### config.mk
export PLATFORM = sky130hd
export DESIGN_NAME = lsu_result
export DESIGN_NICKNAME = d
export VERILOG_FILES = /design/src/common/lsu_pkg.sv /design/src/lsu/lsu_result.sv
export SDC_FILE = /design/constraint.sdc
export NUM_CORES = 1
export LEC_CHECK = 0
export ABC_CLOCK_PERIOD_IN_PS = 3800
export BUFFER_PORTS_ARGS = -buffer_cell sky130_fd_sc_hd__buf_4
export CORE_AREA = 5 5 104 106
export CTS_BUF_LIST = sky130_fd_sc_hd__clkbuf_8
export CTS_CLUSTER_SIZE = 16
export DETAILED_ROUTE_END_ITERATION = 10
export DIE_AREA = 0 0 109 111
export GPL_ROUTABILITY_DRIVEN = 0
export GPL_TIMING_DRIVEN = 0
export PLACE_DENSITY = 0.95
export SETUP_SLACK_MARGIN = 0.5
export SLEW_MARGIN = 20
export SYNTH_ARGS = -nofsm -noshare
export SYNTH_HDL_FRONTEND = slang
export SYNTH_SLANG_ARGS = --single-unit
### constraint.sdc
create_clock -name clk -period 3.8 [get_ports clk]
set_input_delay 0.57 -clock clk [delete_from_list [all_inputs] [get_ports clk]]
set_output_delay 0.57 -clock clk [all_outputs]
set_load 0.01 [all_outputs]
### src/common/lsu_pkg.sv
// load/store stage types, imported by the stage modules, the data memory and the testbench
package lsu_pkg;

  typedef logic [63:0] word_t;

  // funct3[1:0] of the RISC-V load/store encoding
  typedef enum logic [1:0] {
    W_BYTE   = 2'd0,
    W_HALF   = 2'd1,
    W_WORD   = 2'd2,
    W_DOUBLE = 2'd3
  } lsu_width_e;

  typedef enum logic [1:0] {
    FAULT_NONE     = 2'd0,
    FAULT_MISALIGN = 2'd1,
    FAULT_ILLEGAL  = 2'd2
  } lsu_fault_e;

  // operation handed over by the pipeline
  typedef struct packed {
    logic       is_store;
    logic [2:0] funct3;
    word_t      addr;
    word_t      wdata;
  } lsu_req_t;

  // decoded operation, lanes already placed in the doubleword
  typedef struct packed {
    logic       is_store;
    lsu_width_e width;
    logic       is_signed;
    logic [2:0] offset;     // byte offset inside the doubleword
    logic [7:0] lane_mask;
    word_t      aligned_addr;
    word_t      lane_data;
    lsu_fault_e fault;
  } lsu_dec_t;

  typedef struct packed {
    lsu_fault_e fault;
    word_t      rdata;
  } lsu_resp_t;

  // write channel payload
  typedef struct packed {
    word_t      addr;
    word_t      data;
    logic [7:0] mask;
  } mem_wr_t;

endpackage
### src/lsu/lsu_result.sv
// aligns and extends load data and registers the one-cycle response of the stage
module lsu_result
  import lsu_pkg::*;
(
  input  logic      clk,
  input  logic      reset_i,
  input  logic      done_i,
  input  lsu_dec_t  dec_i,
  input  word_t     rd_data_i,
  output logic      resp_valid_o,
  output lsu_resp_t resp_o
);

  word_t     shifted;
  word_t     ext;
  logic      resp_valid_q;
  lsu_resp_t resp_q;

  assign shifted = rd_data_i >> {dec_i.offset, 3'b000};

  always_comb begin
    unique case (dec_i.width)
      W_BYTE: ext = dec_i.is_signed ? {{56{shifted[7]}}, shifted[7:0]} : {56'd0, shifted[7:0]};
      W_HALF: ext = dec_i.is_signed ? {{48{shifted[15]}}, shifted[15:0]} :
                                      {48'd0, shifted[15:0]};
      W_WORD: ext = dec_i.is_signed ? {{32{shifted[31]}}, shifted[31:0]} :
                                      {32'd0, shifted[31:0]};
      default: ext = shifted;
    endcase
  end

  always_ff @(posedge clk) begin
    if (reset_i) begin
      resp_valid_q <= 1'b0;
    end else begin
      resp_valid_q <= done_i;
    end
  end

  always_ff @(posedge clk) begin
    if (done_i) begin
      resp_q.fault <= dec_i.fault;
      // stores and faults return zero
      resp_q.rdata <= (!dec_i.is_store && dec_i.fault == FAULT_NONE) ? ext : '0;
    end
  end

  assign resp_valid_o = resp_valid_q;
  assign resp_o       = resp_q;

endmodule

# Yosys cells after proc, flatten, opt, wreduce, memory -nomap -nowiden
# Cells that the tools add are included.
dict set report op_classes {
  n_eq_ne 2
  reduce_logical 4
  muxes 4
  shifts 1
}
# operator n
set ops {}
lappend ops {{$mux W64} 3}
lappend ops {{$pmux W64 S3} 1}
lappend ops {{$shr A64 B6 Y64} 1}
lappend ops {{$logic_not A2 Y1} 2}
lappend ops {{$eq A2 B1 Y1 const B} 1}
lappend ops {{$eq A2 B2 Y1 const B} 1}
lappend ops {{$logic_and A1 B1 Y1} 1}
lappend ops {{$logic_not A1 Y1} 1}
dict set report totals {
  inputBits 212
  output_inout_bits 67
  ff_bits 67
  elab_cells 14
}

# Logic depth before layout (Yosys ltp)
dict set report depth {
  depth_word 3
  mapped_depth 8
}

# Worst setup path before layout
# No wires, ideal clock.
dict set report synth_path {
  path_type {input to register}
  start {in dec_i[138] (netlist name)}
  end {reg resp_q (netlist bit resp_o[30]), data pin}
  setup_slack_ns 1.658
  cell_stages 8
  required_ns 3.520
  t_arrival_ns 1.862
  cell_sequence {buf_4 -> buf_4 -> buf_4 -> mux4_2 -> nand2_1 -> o21ai_0 -> nand2_1 -> a21oi_2}
}
dict set report synth_via {
  elab_chain_cells 3
}
# item line
set synth_lines {}
lappend synth_lines {{start: declaration} lsu_result.sv:8} ;# input lsu_dec_t dec_i,
lappend synth_lines {{$shr A64 B6 Y64 *} lsu_result.sv:19} ;# assign shifted = rd_data_i >> {dec_i.offset, 3'b000};
lappend synth_lines {{$mux W64 (on tied branches)} {lsu_result.sv:26, lsu_result.sv:23, lsu_result.sv:24}}
lappend synth_lines {{$pmux W64 S3 *} lsu_result.sv:22} ;# unique case (dec_i.width)
lappend synth_lines {{end: declaration} lsu_result.sv:17} ;# lsu_resp_t resp_q;
# Mark *: on every way between the ends. The rest lies on a longest branch, timed or not.
# A chain may end at the register's enable or synchronous reset.

# Worst setup path after layout
dict set report layout_path {
  start {in dec_i[138] (netlist name)}
  end {reg resp_q (netlist bit resp_o[35]), data pin}
}
# Same word-level chain as after synthesis.

==> flow_metrics.tcl <==
set metrics [dict create \
    path_class "primary input to register" \
    ios 279 \
    finalSetupViolations 0 \
    synth_seq_cells 67 \
    tritoncts "built" \
    hold_class "primary input to register" \
    first_pass_iters 6 \
    grt_max_degree 68 \
    cts_sinks 67 \
    endpoint_kind "register" \
    syn-num-nets 640 \
    syn_avg_cell_area_um2 10.9 \
    fillCellCount 781 \
    synth_common_cells "nand2_1, edfxtp_1, a21oi_2, a21oi_1, mux2i_1" \
    fin_crit_sh 0.587 \
    finalHoldViolCount 0 \
    hold_buffers 0 \
    max_stage_delay_ns 0.47 \
    fin_ws_ns 1.57 \
    nNetsFinal 792 \
    path_max_fanout 10 \
    synth_cell_types 54 \
    grt_usage 0.265 \
    crit_slowest_cell "a211oi_4" \
    final.min_clock_period_ns 2.23 \
    synth_cells 428 \
    synth_top_area_frac 0.425 \
    n_antenna_cell 0 \
    first_global_vias 4447 \
    leakage_nw 2.34 \
    p_per_area_nw_per_um2 342 \
    ys_seq_area_frac 0.429 \
    num_vias 4503 \
    multi_input_area_um2 2400 \
    arrival_ns 2.30 \
    synth-edff-count 66 \
    start_util 0.482 \
    place_area_um2 5890 \
    netlist_area_um2 4670 \
    max_slew_margin 0.446 \
    fmax_mhz 449 \
    drt_iter0_drc 711 \
    numPortBuffers 141 \
    slew_viol_final 0 \
    path_clk_slew_ns 0.08 \
    syn_to_final_growth_pct 31.3 \
    h-tree-depth 3 \
    num_rows 36 \
    die-area_um2 12100 \
    die_x_um 109 \
    setup_tns_ns 0 \
    cts_root_buf "clkbuf_8" \
    drive_gt1_frac 0.460 \
    setup.worst_path.start_class "primary input" \
    rsz0062_at_grt "false" \
    die_y_um 111 \
    cts_made_buffers 9 \
    drcViolationCount 0 \
    required_ns 3.87 \
    async_flop_share 0 \
    maxCapViolCount 0 \
    yosys_warnings 0 \
    cts_setup_buffers 0 \
    wl_per_cell_um 22.6 \
    antenna_left 0 \
    yosys.area.top_type "edfxtp_1" \
    crit_chain "buf_4 -> clkinv_1 -> nor3_2 -> nor4_4 -> a211oi_4 -> buf_6 -> a21oi_2" \
    place_hpwl_um 12500 \
    synth.most_common_cell "nand2_1" \
    ir_worst_vdd_uv 222 \
    final_area_um2 6130 \
    grt_pass1_wl_um 24300 \
    viasPerCell 6.27 \
    synthFlopType "edfxtp_1" \
    postCtsResizedCells 0 \
    worst_pin_slew_ns 0.831 \
    seq_area_um2 2000 \
    synth_area_leaders "edfxtp_1, mux4_2, a21oi_2, nand2_1, mux2i_1" \
    cts_buffer_depth 2 \
    coreArea_um2 9680 \
    outcome "finished clean" \
    antenna_found_initial 0 \
    cp_top_family "buffers and inverters" \
    dp_slack_ns 1.24 \
    wl_um 16200 \
    globalRoute.totalOverflow 0 \
    crit_buf_inv 3 \
]
[final timing paths]
path	start	endpoint	slack, ns	depth (start not counted)
max	dec_i[138]	resp_o[35]	1.57	7
min	reset_i	resp_valid_o	0.36	2
[final cells by class]
type | instances | area share
inverter | 7 | 0.00429
multi-input combinational | 314 | 0.391
sequential | 67 | 0.327
clock buffer | 11 | 0.0247
timing repair buffer | 141 | 0.173
clock inverter | 5 | 0.0139
buffer | 40 | 0.0392
tap | 133 | 0.0272
[cell families (layout without fill, tap and decap cells)]
| kind of cell | count (synthesis) | after routing | share of synthesized area |
|---|---|---|---|
| flip-flops | 67 | 67 | 0.429 |
| AO/OA/AOI/OAI | 118 | 118 | 0.190 |
| AND/OR/NAND/NOR | 130 | 130 | 0.131 |
| multiplexers | 66 | 66 | 0.193 |
| buffers and inverters | 47 | 204 | 0.0571 |
[sequential cells by signal, indices dropped and copies added, names as in the netlist]
signal        count
resp_o           66
resp_valid_o      1
[metal layers]
metal  share of wire  global-route usage  wire, µm
met4           0.049               0.104       793
met2            0.42               0.387      6840
met1            0.38               0.363      6110
met3            0.15              0.0850      2500
met5               0                   0         0
[per-stage QoR]
stage,std cells,power (mW),utilization,hold slack (ns)
after CTS,718,2.08,0.633,0.351
after global placement,702,1.38,0.608,0.726
after floorplan,428,1.16,-,0.642
after detailed placement,702,1.40,0.608,0.728
final,718,2.09,0.633,0.357
after global routing,718,2.15,0.633,0.346
[where the power goes]
| part | internal [mW] | leakage [nW] | switching (mW) |
|---|---|---|---|
| clock | 0.407 | 0.116 | 0.290 |
| combinational | 0.234 | 1.59 | 0.287 |
| sequential | 0.860 | 0.636 | 0.0149 |
| total | 1.50 | 2.34 | 0.591 |
[cell usage in the layout (no fill, tap or decap), types with 7 or more instances in the layout]
cell type	instances
a21oi_1	28
mux2i_1	28
nor2_1	10
edfxtp_1	66
buf_4	149
mux2_2	20
clkbuf_1	15
clkbuf_8	11
o21ai_0	12
mux4_2	17
nand2_1	85
nor2b_1	8
buf_6	7
a21oi_2	41
(Power assumes the default switching activity.)
