File: src/common/lsu_pkg.sv
// load/store stage types, imported by the stage modules, the data memory and the testbench
package lsu_pkg;

  typedef logic [63:0] word_t;

  // funct3[1:0] of the RISC-V load/store encoding
  typedef enum logic [1:0] {
    W_BYTE   = 2'd0,
    W_HALF   = 2'd1,
    W_WORD   = 2'd2,
    W_DOUBLE = 2'd3
  } lsu_width_e;

  typedef enum logic [1:0] {
    FAULT_NONE     = 2'd0,
    FAULT_MISALIGN = 2'd1,
    FAULT_ILLEGAL  = 2'd2
  } lsu_fault_e;

  // operation handed over by the pipeline
  typedef struct packed {
    logic       is_store;
    logic [2:0] funct3;
    word_t      addr;
    word_t      wdata;
  } lsu_req_t;

  // decoded operation, lanes already placed in the doubleword
  typedef struct packed {
    logic       is_store;
    lsu_width_e width;
    logic       is_signed;
    logic [2:0] offset;     // byte offset inside the doubleword
    logic [7:0] lane_mask;
    word_t      aligned_addr;
    word_t      lane_data;
    lsu_fault_e fault;
  } lsu_dec_t;

  typedef struct packed {
    lsu_fault_e fault;
    word_t      rdata;
  } lsu_resp_t;

  // write channel payload
  typedef struct packed {
    word_t      addr;
    word_t      data;
    logic [7:0] mask;
  } mem_wr_t;

endpackage
File: src/lsu/lsu_execute.sv
// bus sequencer of the load/store stage, captures one operation and runs its bus handshakes
module lsu_execute
  import lsu_pkg::*;
(
  input  logic     clk,
  input  logic     reset_i,
  input  logic     req_valid_i,
  input  lsu_req_t req_i,
  output logic     req_ready_o,
  output lsu_dec_t dec_o,
  output logic     done_o,
  output logic     wr_valid_o,
  output mem_wr_t  wr_o,
  input  logic     wr_ready_i,
  input  logic     wr_done_valid_i,
  output logic     wr_done_ready_o,
  output logic     rd_valid_o,
  output word_t    rd_addr_o,
  input  logic     rd_ready_i,
  input  logic     rd_data_valid_i,
  output logic     rd_data_ready_o
);

  typedef enum logic [1:0] {
    S_IDLE,
    S_REQUEST,
    S_WAIT,
    S_RESPOND
  } state_e;

  state_e   state_q, state_d;
  lsu_req_t op_q;
  lsu_dec_t dec;
  logic     faulted;
  logic     req_hs;
  logic     cpl_hs;

  lsu_decode i_lsu_decode (
    .op_i  (op_q),
    .dec_o (dec)
  );

  assign faulted = dec.fault != FAULT_NONE;

  // bus side, driven from the state register
  assign wr_valid_o      = (state_q == S_REQUEST) && !faulted && dec.is_store;
  assign rd_valid_o      = (state_q == S_REQUEST) && !faulted && !dec.is_store;
  assign wr_done_ready_o = (state_q == S_WAIT) && dec.is_store;
  assign rd_data_ready_o = (state_q == S_WAIT) && !dec.is_store;

  assign wr_o.addr = dec.aligned_addr;
  assign wr_o.data = dec.lane_data;
  assign wr_o.mask = dec.lane_mask;
  assign rd_addr_o = dec.aligned_addr;

  assign req_hs = (wr_valid_o && wr_ready_i) || (rd_valid_o && rd_ready_i);
  assign cpl_hs = (wr_done_valid_i && wr_done_ready_o) ||
                  (rd_data_valid_i && rd_data_ready_o);

  assign req_ready_o = state_q == S_IDLE;
  assign done_o      = ((state_q == S_REQUEST) && faulted) || cpl_hs;
  assign dec_o       = dec;

  always_comb begin
    state_d = state_q;
    unique case (state_q)
      S_IDLE: begin
        if (req_valid_i) state_d = S_REQUEST;
      end
      S_REQUEST: begin
        if (faulted) begin
          state_d = S_RESPOND; // no bus access at all
        end else if (req_hs) begin
          state_d = S_WAIT;
        end
      end
      S_WAIT: begin
        if (cpl_hs) state_d = S_RESPOND;
      end
      default: state_d = S_IDLE; // response pulse goes out here
    endcase
  end

  always_ff @(posedge clk) begin
    if (reset_i) begin
      state_q <= S_IDLE;
    end else begin
      state_q <= state_d;
    end
  end

  always_ff @(posedge clk) begin
    if (req_valid_i && req_ready_o) op_q <= req_i;
  end

endmodule

File: src/lsu/lsu_decode.sv
// combinational decode of a captured load/store into lanes, width, sign and fault
module lsu_decode
  import lsu_pkg::*;
(
  input  lsu_req_t op_i,
  output lsu_dec_t dec_o
);

  lsu_width_e width;
  logic       illegal;
  logic       misalign;
  logic [2:0] offset;
  logic [7:0] size_mask;
  lsu_fault_e fault;

  assign width  = lsu_width_e'(op_i.funct3[1:0]);
  assign offset = op_i.addr[2:0];

  // stores stop at SD, loads stop at LWU
  assign illegal = op_i.is_store ? op_i.funct3[2] : (op_i.funct3 == 3'd7);

  always_comb begin
    misalign  = 1'b0;
    size_mask = 8'hff;
    unique case (width)
      W_BYTE: size_mask = 8'h01;
      W_HALF: begin
        size_mask = 8'h03;
        misalign  = offset[0];
      end
      W_WORD: begin
        size_mask = 8'h0f;
        misalign  = offset[1:0] != 2'b00;
      end
      default: misalign = offset != 3'b000;
    endcase
  end

  assign fault = illegal  ? FAULT_ILLEGAL  :
                 misalign ? FAULT_MISALIGN : FAULT_NONE;

  always_comb begin
    dec_o.is_store     = op_i.is_store;
    dec_o.width        = width;
    dec_o.is_signed    = ~op_i.funct3[2];
    dec_o.offset       = offset;
    dec_o.lane_mask    = (fault == FAULT_NONE) ? size_mask << offset : 8'h00;
    dec_o.aligned_addr = {op_i.addr[63:3], 3'b000};
    dec_o.lane_data    = op_i.wdata << {offset, 3'b000}; // into its byte lanes
    dec_o.fault        = fault;
  end

endmodule

File: config.mk
export PLATFORM = sky130hd
export DESIGN_NAME = lsu_execute
export DESIGN_NICKNAME = d
export VERILOG_FILES = /design/src/common/lsu_pkg.sv /design/src/lsu/lsu_execute.sv /design/src/lsu/lsu_decode.sv
export SDC_FILE = /design/constraint.sdc
export NUM_CORES = 1
export LEC_CHECK = 0
export BUFFER_PORTS_ARGS = -buffer_cell sky130_fd_sc_hd__buf_4
export CAP_MARGIN = 20
export CORE_AREA = 2 2 192 194
export CTS_BUF_LIST = sky130_fd_sc_hd__clkbuf_4 sky130_fd_sc_hd__clkbuf_8
export DETAILED_ROUTE_END_ITERATION = 8
export DIE_AREA = 0 0 194 196
export GPL_TIMING_DRIVEN = 1
export SETUP_SLACK_MARGIN = 0.3
export SKIP_LAST_GASP = 1
export SYNTH_ARGS = -nofsm -noshare
export SYNTH_HDL_FRONTEND = slang
export SYNTH_SLANG_ARGS = --single-unit
File: constraint.sdc
create_clock -name clk -period 4.7 [get_ports clk]
set_input_delay 0.94 -clock clk [delete_from_list [all_inputs] [get_ports clk]]
set_output_delay 0.94 -clock clk [all_outputs]
set_load 0.005 [all_outputs]
Yosys cells after proc, flatten, opt, wreduce, memory -nomap -nowiden
Cells that the tools add are included.
{ "op_classes": {"eq_ne": 8, "shifts": 2, "n_mux": 11, "bitwise_logic": 1, "reduce_logical": 23} }
{ "ops": {"columns": ["operator", "n"], "rows": [
  ["$shl A64 B6 Y64", 1],
  ["$pmux W8 S3", 1],
  ["$logic_and A1 B1 Y1", 11],
  ["$mux W2", 5],
  ["$mux W8", 1],
  ["$shl A8 B3 Y8", 1],
  ["$logic_not A2 Y1", 3],
  ["$pmux W2 S3", 1],
  ["$eq A2 B1 Y1 const B", 2],
  ["$eq A2 B2 Y1 const B", 2],
  ["$ne A2 B2 Y1 const B", 2],
  ["$reduce_bool A2 Y1", 2],
  ["$eq A3 B3 Y1 const B", 1],
  ["$logic_or A1 B1 Y1", 3],
  ["$ne A3 B3 Y1 const B", 1],
  ["$pmux W1 S3", 1],
  ["$reduce_and A3 Y1", 1],
  ["$reduce_bool A3 Y1", 1],
  ["$logic_not A1 Y1", 2],
  ["$mux W1", 2],
  ["$not A1 Y1", 1]
]} }
{ "totals": {"ff_bits": 134, "inputBits": 139, "out_inout_bits": 351} }

Logic depth before layout (Yosys ltp)
Gate-level depths: netlist of the first run.
{ "logic_depth": {"ltp_word": 13, "ltp_mapped": 7, "ltp_nobuf": 6} }

By module
Synthesis of the first run repeated with hierarchy kept, for this count alone.
{ "hier_totals": {"hier_cells": 661, "area_unflattened_um2": 8202.9} }
{ "by_module_without_submodules": {"columns": ["mod", "instances", "cells_per_inst", "area_per_inst_um2"], "rows": [
  ["lsu_execute", 1, 362, 5719.2],
  ["lsu_decode", 1, 299, 2483.6]
]} }

Worst setup path before layout of the first run
No wires, ideal clock.
{ "synth_timing": {"path_kind": "input-to-reg", "start": "input req_valid_i", "end": "register op_q[0] (netlist bit) (enable)", "setup_time_ns": 0.506, "t_arrival_ns": 3.947, "required_time_ns": 4.194, "setup_slack_ns": 0.247, "cell_stages": 1, "path_cell_list": "and2_1"} }
{ "synth_via": {"elab_chain_len": 1} }
{ "synth_lines": {"columns": ["element", "line", "rtl"], "rows": [
  ["from (decl)", "lsu_execute.sv:7", "input logic req_valid_i,"],
  ["$logic_and A1 B1 Y1", "lsu_execute.sv:93", "if (req_valid_i && req_ready_o) op_q <= req_i;"],
  ["to (signal assigned)", "lsu_execute.sv:93", null],
  ["to (decl)", "lsu_execute.sv:32", "lsu_req_t op_q;"]
]} }
No other way between the ends.
A chain may end at the register's enable or synchronous reset.

==> results of run 1 <==
==> cell families (layout without fill, tap and decap cells) <==
family / count (synthesis) / in the layout
other: 1 / 10
adder cells (fa/ha/maj): 4 / 4
AND/OR/NAND/NOR: 118 / 118
buffers and inverters: 312 / 525
multiplexers: 99 / 99
AO/OA/AOI/OAI: 79 / 79
flip-flops: 134 / 134
XOR/XNOR: 4 / 4
==> final cells by class <==
| type | count | area (µm²) |
|---|---|---|
| inverters | 4 | 15.01 |
| repair buffers | 489 | 3696 |
| multi-input cells | 313 | 2147 |
| well taps | 468 | 585.6 |
| flip-flops and latches | 134 | 4004 |
| clock inverters | 15 | 165.2 |
| fillers | 3644 | 25240 |
| clock buffers | 17 | 234.0 |
| diodes | 1 | 2.502 |
==> through the flow <==
stage,utilization,cells,power (mW),setup WS (ps)
final,0.3007,1441,5.453,860.8
after floorplan,-,759,3.562,1679
after detailed placement,0.2895,1408,4.513,1139
after global routing,0.3006,1440,5.772,571.2
after CTS,0.3006,1440,5.555,596.9
after global placement,0.2895,1408,4.494,1187
==> cells in the mapped netlist, drive strengths merged, types with 5 or more instances <==
cell	number
buf	288
clkbuf	20
nor2	49
nand2	31
edfxtp	132
mux2	26
and2	13
nor2b	5
mux2i	73
a21oi	24
o21ai	26
o22ai	16
==> worst paths after layout <==
kind	slack [ps]	to	from	cells past startpoint
setup / recovery	860	wr_o[10]	op_q[64]	5
hold / removal	530	state_q[1]	state_q[1]	2
setup reg to reg	2210	state_q[0]	op_q[64]	4
hold reg to reg	530	state_q[1]	state_q[1]	2
==> flip-flops by register name, summed over array words and instances (netlist names) <==
signal / cells
op_q: 132
state_q: 2
==> per-layer routing <==
metal,share of wire,track usage
met2,0.53,0.2585
met5,0,0
met4,0.018,0.04181
met1,0.37,0.1527
met3,0.079,0.04229
==> critical path: stages, from the launching register on <==
cell and delay, ps:
edfxtp_1 660, or2_0 490, nor2_1 620, buf_4 300, and2_1 220, buf_4 130
==> power breakdown <==
| group | total [mW] | switching, mW | internal, mW |
|---|---|---|---|
| registers | 1.98 | 0.297 | 1.69 |
| logic | 2.45 | 1.15 | 1.29 |
| clock network | 1.02 | 0.538 | 0.485 |
==> layout by cell type (no fill, tap or decap), types with 4 or more instances in the layout <==
cell,count
mux2i_1,73
conb_1,9
inv_1,4
mux2_2,26
a21oi_1,24
nand2_1,31
nor2_1,49
ha_1,4
and2_1,12
o21ai_0,26
buf_4,487
inv_6,6
clkbuf_8,17
o22ai_1,16
edfxtp_1,132
nor3_1,4
==> flow_summary.json, run 1 <==
{
  "status": "complete, no violations",
  "avgRoutedWirePerCell_um": 19.35,
  "yosys.area_share.adder": 0.006019,
  "htreeDepth": 4,
  "cts_sinks": 134,
  "clock_path_buffers": 2,
  "worst_setup_path_start_kind": "flip-flop",
  "ios": 490,
  "synth-edff-count": 132,
  "worst-path-max-fanout": 15,
  "worstPathArrival_ps": 2900,
  "synth_cell_types": 43,
  "hold_class": "reg2reg",
  "firstDrtPassIters": 5,
  "num_rows": 70,
  "synth_area_leaders": "edfxtp_1 (48%), buf_4 (24%), mux2i_1 (8.8%)",
  "powerDensity_nw_per_um2": 502.6,
  "dp_hpwl_um": 22260,
  "drv_cap": 0,
  "synth_compound_area_frac": 0.05492,
  "end_kind": "output port",
  "layout_min_cycle_time_ps": 3839,
  "viasPerCell": 4.105,
  "antenna_found_initial": 0,
  "max_freq_mhz": 260.5,
  "placed_cell_area_um2": 10450,
  "gr-total-overflow": 0,
  "ys_seq_area_frac": 0.4815,
  "num_vias": 5916,
  "syn_area_per_cell_um2": 11.07,
  "io_buffers": 480,
  "period_share": 0.8169,
  "clk_pin_slew_ps": 80,
  "vdd_drop_max_uv": 227.8,
  "synth_top_family_by_area": "buffers and inverters",
  "worstSetupPathType": "reg2out",
  "setup_viol_count_final": 0,
  "numCtsBuffers": 17,
  "leakage_nw": 4.874,
  "tightest_slew_ps": 985.9,
  "async_flop_share": 0,
  "post_cts_buffers": 0,
  "synth_top_cell_area_share": 0.4767,
  "die-height_um": 196,
  "grt_max_degree": 103,
  "clock-skew-final_ps": 16.75,
  "syn_area_um2": 8315,
  "required_ps": 3760,
  "routed_wl_um": 27880,
  "fin_area_um2": 10850,
  "place_congestion": 0.8867,
  "finalNetCount": 1102,
  "synthMuxAreaShare": 0.1231,
  "drt_iter0_markers": 277,
  "hold_viol": 0,
  "ys_ff_latch": 134,
  "final_max_slew_viol_count": 0,
  "post_cts_resized": 0,
  "yosysWarnings": 0,
  "root_buffer": "clkbuf_8",
  "synth_xor_area_frac": 0.004213,
  "ys.flop_type": "edfxtp_1",
  "drtAntennaViolNets": 0,
  "die_area_um2": 38020,
  "clk_latency_ps": 480,
  "holdWs_ps": 527.8,
  "synth_simple_gate_area_frac": 0.06500,
  "synth_area_leader_cell": "edfxtp_1",
  "track_usage": 0.1396,
  "drc": 0,
  "grt_pass1_vias": 5569,
  "slew_headroom": 0.3428,
  "syn_to_final_growth_pct": 30.47,
  "setup-tns-final_ps": 0,
  "ctsHoldBuffers": 0,
  "die_x_um": 194,
  "initial_core_util": 0.2304,
  "synth_cells": 751,
  "drive_above_1_share": 0.5658,
  "core_area_um2": 36080,
  "cts_tree": "built",
  "grt_pass1_wl_um": 38130,
  "rsz0062_at_grt": "no"
}
No activity file was read; power rests on OpenSTA's default activity.
==> inputs of run 2 (changes only) <==
Clock period 4.7 ns to 3.24 ns, I/O delays scaled along.
==> flow_summary.json, run 2 (synthesis gave the netlist of run 1 again) <==
{
  "status": "complete, no violations",
  "drive_above_1_share": 0.5880,
  "antenna_found_initial": 1,
  "clock_path_buffers": 2,
  "final_max_slew_viol_count": 0,
  "core_area_um2": 36080,
  "worstSetupPathType": "reg2out",
  "root_buffer": "clkbuf_8",
  "cts_tree": "built",
  "worstPathArrival_ps": 2210,
  "setup-tns-final_ps": 0,
  "drc": 0,
  "final_cells": 1468,
  "avgRoutedWirePerCell_um": 19.21,
  "drt_iter0_markers": 185,
  "die_x_um": 194,
  "regMostFlops": "op_q",
  "clock-skew-final_ps": 13.21,
  "track_usage": 0.1414,
  "holdWs_ps": 327.5,
  "drv_cap": 0,
  "ios": 490,
  "slew_headroom": 0.5726,
  "end_kind": "output port",
  "syn_to_final_growth_pct": 34.10,
  "viasPerCell": 4.136,
  "layout_min_cycle_time_ps": 2856,
  "worst-path-max-fanout": 13,
  "io_buffers": 480,
  "leakage_nw": 5.035,
  "clk_latency_ps": 490,
  "seq_area_um2": 4004,
  "finalNetCount": 1130,
  "hold_end": "op_q[26]",
  "r2r_slack_ps": 1330,
  "r2r_start": "op_q[64]",
  "largest_reg_flops": 132,
  "worst_setup_path_start_kind": "flip-flop",
  "vdd_drop_max_uv": 452.1,
  "grt_max_degree": 62,
  "min_path_cells": 1,
  "num_vias": 6071,
  "drtAntennaViolNets": 0,
  "die_area_um2": 38020,
  "period_share": 0.8815,
  "grt_pass1_wl_um": 38840,
  "die-height_um": 196,
  "htreeDepth": 4,
  "firstDrtPassIters": 4,
  "multiInputGateArea_um2": 2205,
  "powerDensity_nw_per_um2": 722.3,
  "layout_commonest_cell": "buf_4",
  "dp.cells": 1424,
  "initial_core_util": 0.2304,
  "max_freq_mhz": 350.1,
  "fill_cells": 3669,
  "setup_viol_count_final": 0,
  "reg_top3": "op_q: 132 flops, state_q: 2 flops",
  "rsz0062_at_grt": "yes",
  "place_congestion": 0.8498,
  "final_cell_mix": "buf_4 (507), edfxtp_1 (132), mux2i_1 (72)",
  "r2r_cells": 6,
  "hold_class": "in2reg",
  "required_ps": 2590,
  "clk_pin_slew_ps": 100,
  "cts_sinks": 134,
  "hold_viol": 0,
  "grt_pass1_vias": 5843,
  "timing.rr.end": "state_q[0]",
  "hp-start": "req_i[26]",
  "num_rows": 70,
  "numCtsBuffers": 17,
  "num_antenna_cells": 0,
  "tightest_slew_ps": 641.1,
  "gr-total-overflow": 0,
  "dp_hpwl_um": 22700,
  "routed_wl_um": 28200
}
run 2: changes by cell type in the layout (fill, tap and decap cells not counted), sizes merged:
cell      previous run  this run
buf                489       517
diode                1         0
bufinv               2         1
clkinvlp             1         2
run 2: through the flow:
step                  util  power [mW]  instance area, µm²  worst slack [ps]
floorplan                -       5.168                8347             511.3
global placement    0.2932       6.605               10580             638.0
detailed placement  0.2932       6.631               10580             597.8
CTS                 0.3055       8.128               11020             239.0
global route        0.3090       8.530               11150             216.6
finish              0.3090       8.054               11150             383.8
run 2: worst max-delay path, cell delays in order (launching register included):
cell and delay, ps:
edfxtp_1 390, buf_4 180, buf_6 160, mux2i_1 150, nor2_1 100, a21oi_1 50, o22ai_1 490, buf_4 220
run 2: timing repair:
item                                    CTS  global route
pin swaps                                 0             1
buffers inserted                          1            11
resized for setup                        16            11
hold buffers                              0             0
endpoints found under the setup margin  104            70
cloned                                    0             0
run 2: area by class of cell:
class / count / area share
clock inverter: 15 / 0.01268
sequential: 134 / 0.3591
inverter: 4 / 0.001346
multi-input combinational: 313 / 0.1977
timing repair buffer: 517 / 0.3557
clock buffer: 17 / 0.02098
tap: 468 / 0.05251
run 2: worst max-delay path by stage:
stage,start,end,slack (ps)
detailed placement,op_q[64],dec_o[62],600
finish,op_q[66],wr_o[47],380
global placement,op_q[64],dec_o[62],640
floorplan,req_valid_i,op_q[0],510
CTS,op_q[64],dec_o[62],240
global route,op_q[65],dec_o[63],220
run 2: per-layer routing:
metal / global-route usage / wire, µm / vias up
met5: 0 / 13 / -
met4: 0.04265 / 518 / 2
met2: 0.2569 / 14810 / 315
li1: - / - / 2788
met3: 0.04006 / 1912 / 27
met1: 0.1605 / 10950 / 2939
run 2: report_power, final:
group          internal (mW)  leakage (nW)  switching, mW
sequential              2.44          1.27          0.401
combinational           2.04          3.57           1.76
clock                  0.625         0.191          0.784
==> inputs of run 3 (changes only) <==
==> constraint.sdc (replaced) <==
create_clock -name clk -period 3.24 [get_ports clk]
set_input_delay 0.324 -clock clk [delete_from_list [all_inputs] [get_ports clk]]
set_output_delay 0.324 -clock clk [all_outputs]
set_load 0.005 [all_outputs]
==> flow_summary.json, run 3 (synthesis gave the netlist of run 1 again) <==
{
  "num_antenna_cells": 0,
  "worst_setup_path_start_kind": "flip-flop",
  "drc": 0,
  "cts_sinks": 134,
  "reg_top3": "op_q: 132 flops, state_q: 2 flops",
  "die-height_um": 196,
  "place_congestion": 0.8350,
  "hold_class": "in2reg",
  "fin_area_um2": 12230,
  "status": "complete, no violations",
  "die_x_um": 194,
  "largest_reg_flops": 132,
  "vdd_drop_max_uv": 368.5,
  "initial_core_util": 0.2304,
  "hold_viol": 0,
  "min_path_cells": 1,
  "grt_pass1_wl_um": 40940,
  "r2r_cells": 6,
  "fin_util": 0.3390,
  "worstPathArrival_ps": 2420,
  "placed_cell_area_um2": 10540,
  "worstSetupPathType": "reg2out",
  "holdWs_ps": 74.87,
  "antenna_found_initial": 1,
  "clk_latency_ps": 460,
  "cts_tree": "built",
  "p_total_mw": 8.014,
  "regMostFlops": "op_q",
  "htreeDepth": 4,
  "grt_pass1_vias": 6424,
  "rsz0062_at_grt": "no",
  "clock-skew-final_ps": 10.55,
  "setup_viol_count_final": 0,
  "slew_headroom": 0.5698,
  "root_buffer": "clkbuf_8",
  "powerDensity_nw_per_um2": 655.0,
  "pre_cts_ws_ps": 810.1,
  "layout_commonest_cell": "buf_4",
  "dp.cells": 1415,
  "routed_wl_um": 28960,
  "max_freq_mhz": 364.2,
  "drt_iter0_markers": 277,
  "setup_ws_ps": 494.4,
  "dp_hpwl_um": 22290,
  "die_area_um2": 38020,
  "worst-path-max-fanout": 48,
  "layout_min_cycle_time_ps": 2746,
  "period_share": 0.8474,
  "tightest_slew_ps": 645.3,
  "gr-total-overflow": 0,
  "ios": 490,
  "syn_to_final_growth_pct": 47.13,
  "final_max_slew_viol_count": 0,
  "io_buffers": 480,
  "track_usage": 0.1453,
  "final_cell_mix": "buf_4 (491), edfxtp_1 (132), dlygate4sd3_1 (131)",
  "num_rows": 70,
  "clk_pin_slew_ps": 80,
  "drtAntennaViolNets": 0,
  "finalNetCount": 1241,
  "numCtsBuffers": 17,
  "num_vias": 6499,
  "end_kind": "output port",
  "leakage_nw": 5.455,
  "avgRoutedWirePerCell_um": 18.35,
  "drv_cap": 0,
  "grt_max_degree": 59,
  "firstDrtPassIters": 5,
  "drive_above_1_share": 0.5027,
  "setup-tns-final_ps": 0,
  "final_cells": 1578,
  "viasPerCell": 4.119,
  "clock_path_buffers": 2,
  "core_area_um2": 36080,
  "required_ps": 2920
}
==> run 3: changes by cell type in the layout (fill, tap and decap cells not counted), moves of 2 or more <==
cell / before / now
or2_4: 2 / 0
o22ai_2: 2 / 0
inv_8: 3 / 0
dlygate4sd3_1: 0 / 131
buf_4: 507 / 491
o22ai_1: 14 / 16
clkinv_2: 3 / 1
buf_6: 4 / 1
nor3_2: 2 / 0
clkinv_4: 0 / 2
nor3_1: 2 / 4
==> run 3: per-layer routing <==
metal  track usage  wire length (µm)  part of all wire
met4       0.04097               521             0.018
met5             0                13           0.00045
met2        0.2677             15340              0.53
met1        0.1625             11050              0.38
met3       0.04177              2036             0.070
==> run 3: where the power goes <==
part           total, mW  switching, mW  internal, mW  leakage (nW)
clock               1.35          0.730         0.619         0.178
combinational       3.80           1.75          2.05          4.01
sequential          2.87          0.421          2.44          1.27
total               8.01           2.90          5.11          5.45
==> run 3: area by class of cell <==
type                       instances  area, µm²
clock inverter                    13      122.6
sequential                       134       4004
inverter                           4      15.01
fill                            3571      23850
multi-input combinational        313       2157
tap                              468      585.6
timing repair buffer             628       5109
clock buffer                      18      241.5
==> run 3: path summary, 6_finish.rpt <==
path / startpoint / end / slack (ps)
setup / recovery: op_q[66] / dec_o[135] / 490
hold / removal: req_i[23] / op_q[23] / 70
setup reg to reg: op_q[64] / state_q[0] / 1070
hold reg to reg: state_q[1] / state_q[1] / 530
==> run 3: worst max-delay path: stages (launching register included) <==
cell	delay [ps]
edfxtp_1	540
buf_12	290
xor2_1	220
a21oi_1	90
a2bb2oi_1	150
nor3_1	430
buf_4	210
==> run 3: what timing repair did <==
item	CTS	global route
endpoints found under the setup margin	4	4
hold buffers	131	0
pin swaps	1	0
endpoints found under the hold margin	131	0
setup buffers	1	0
gates resized for setup	1	2
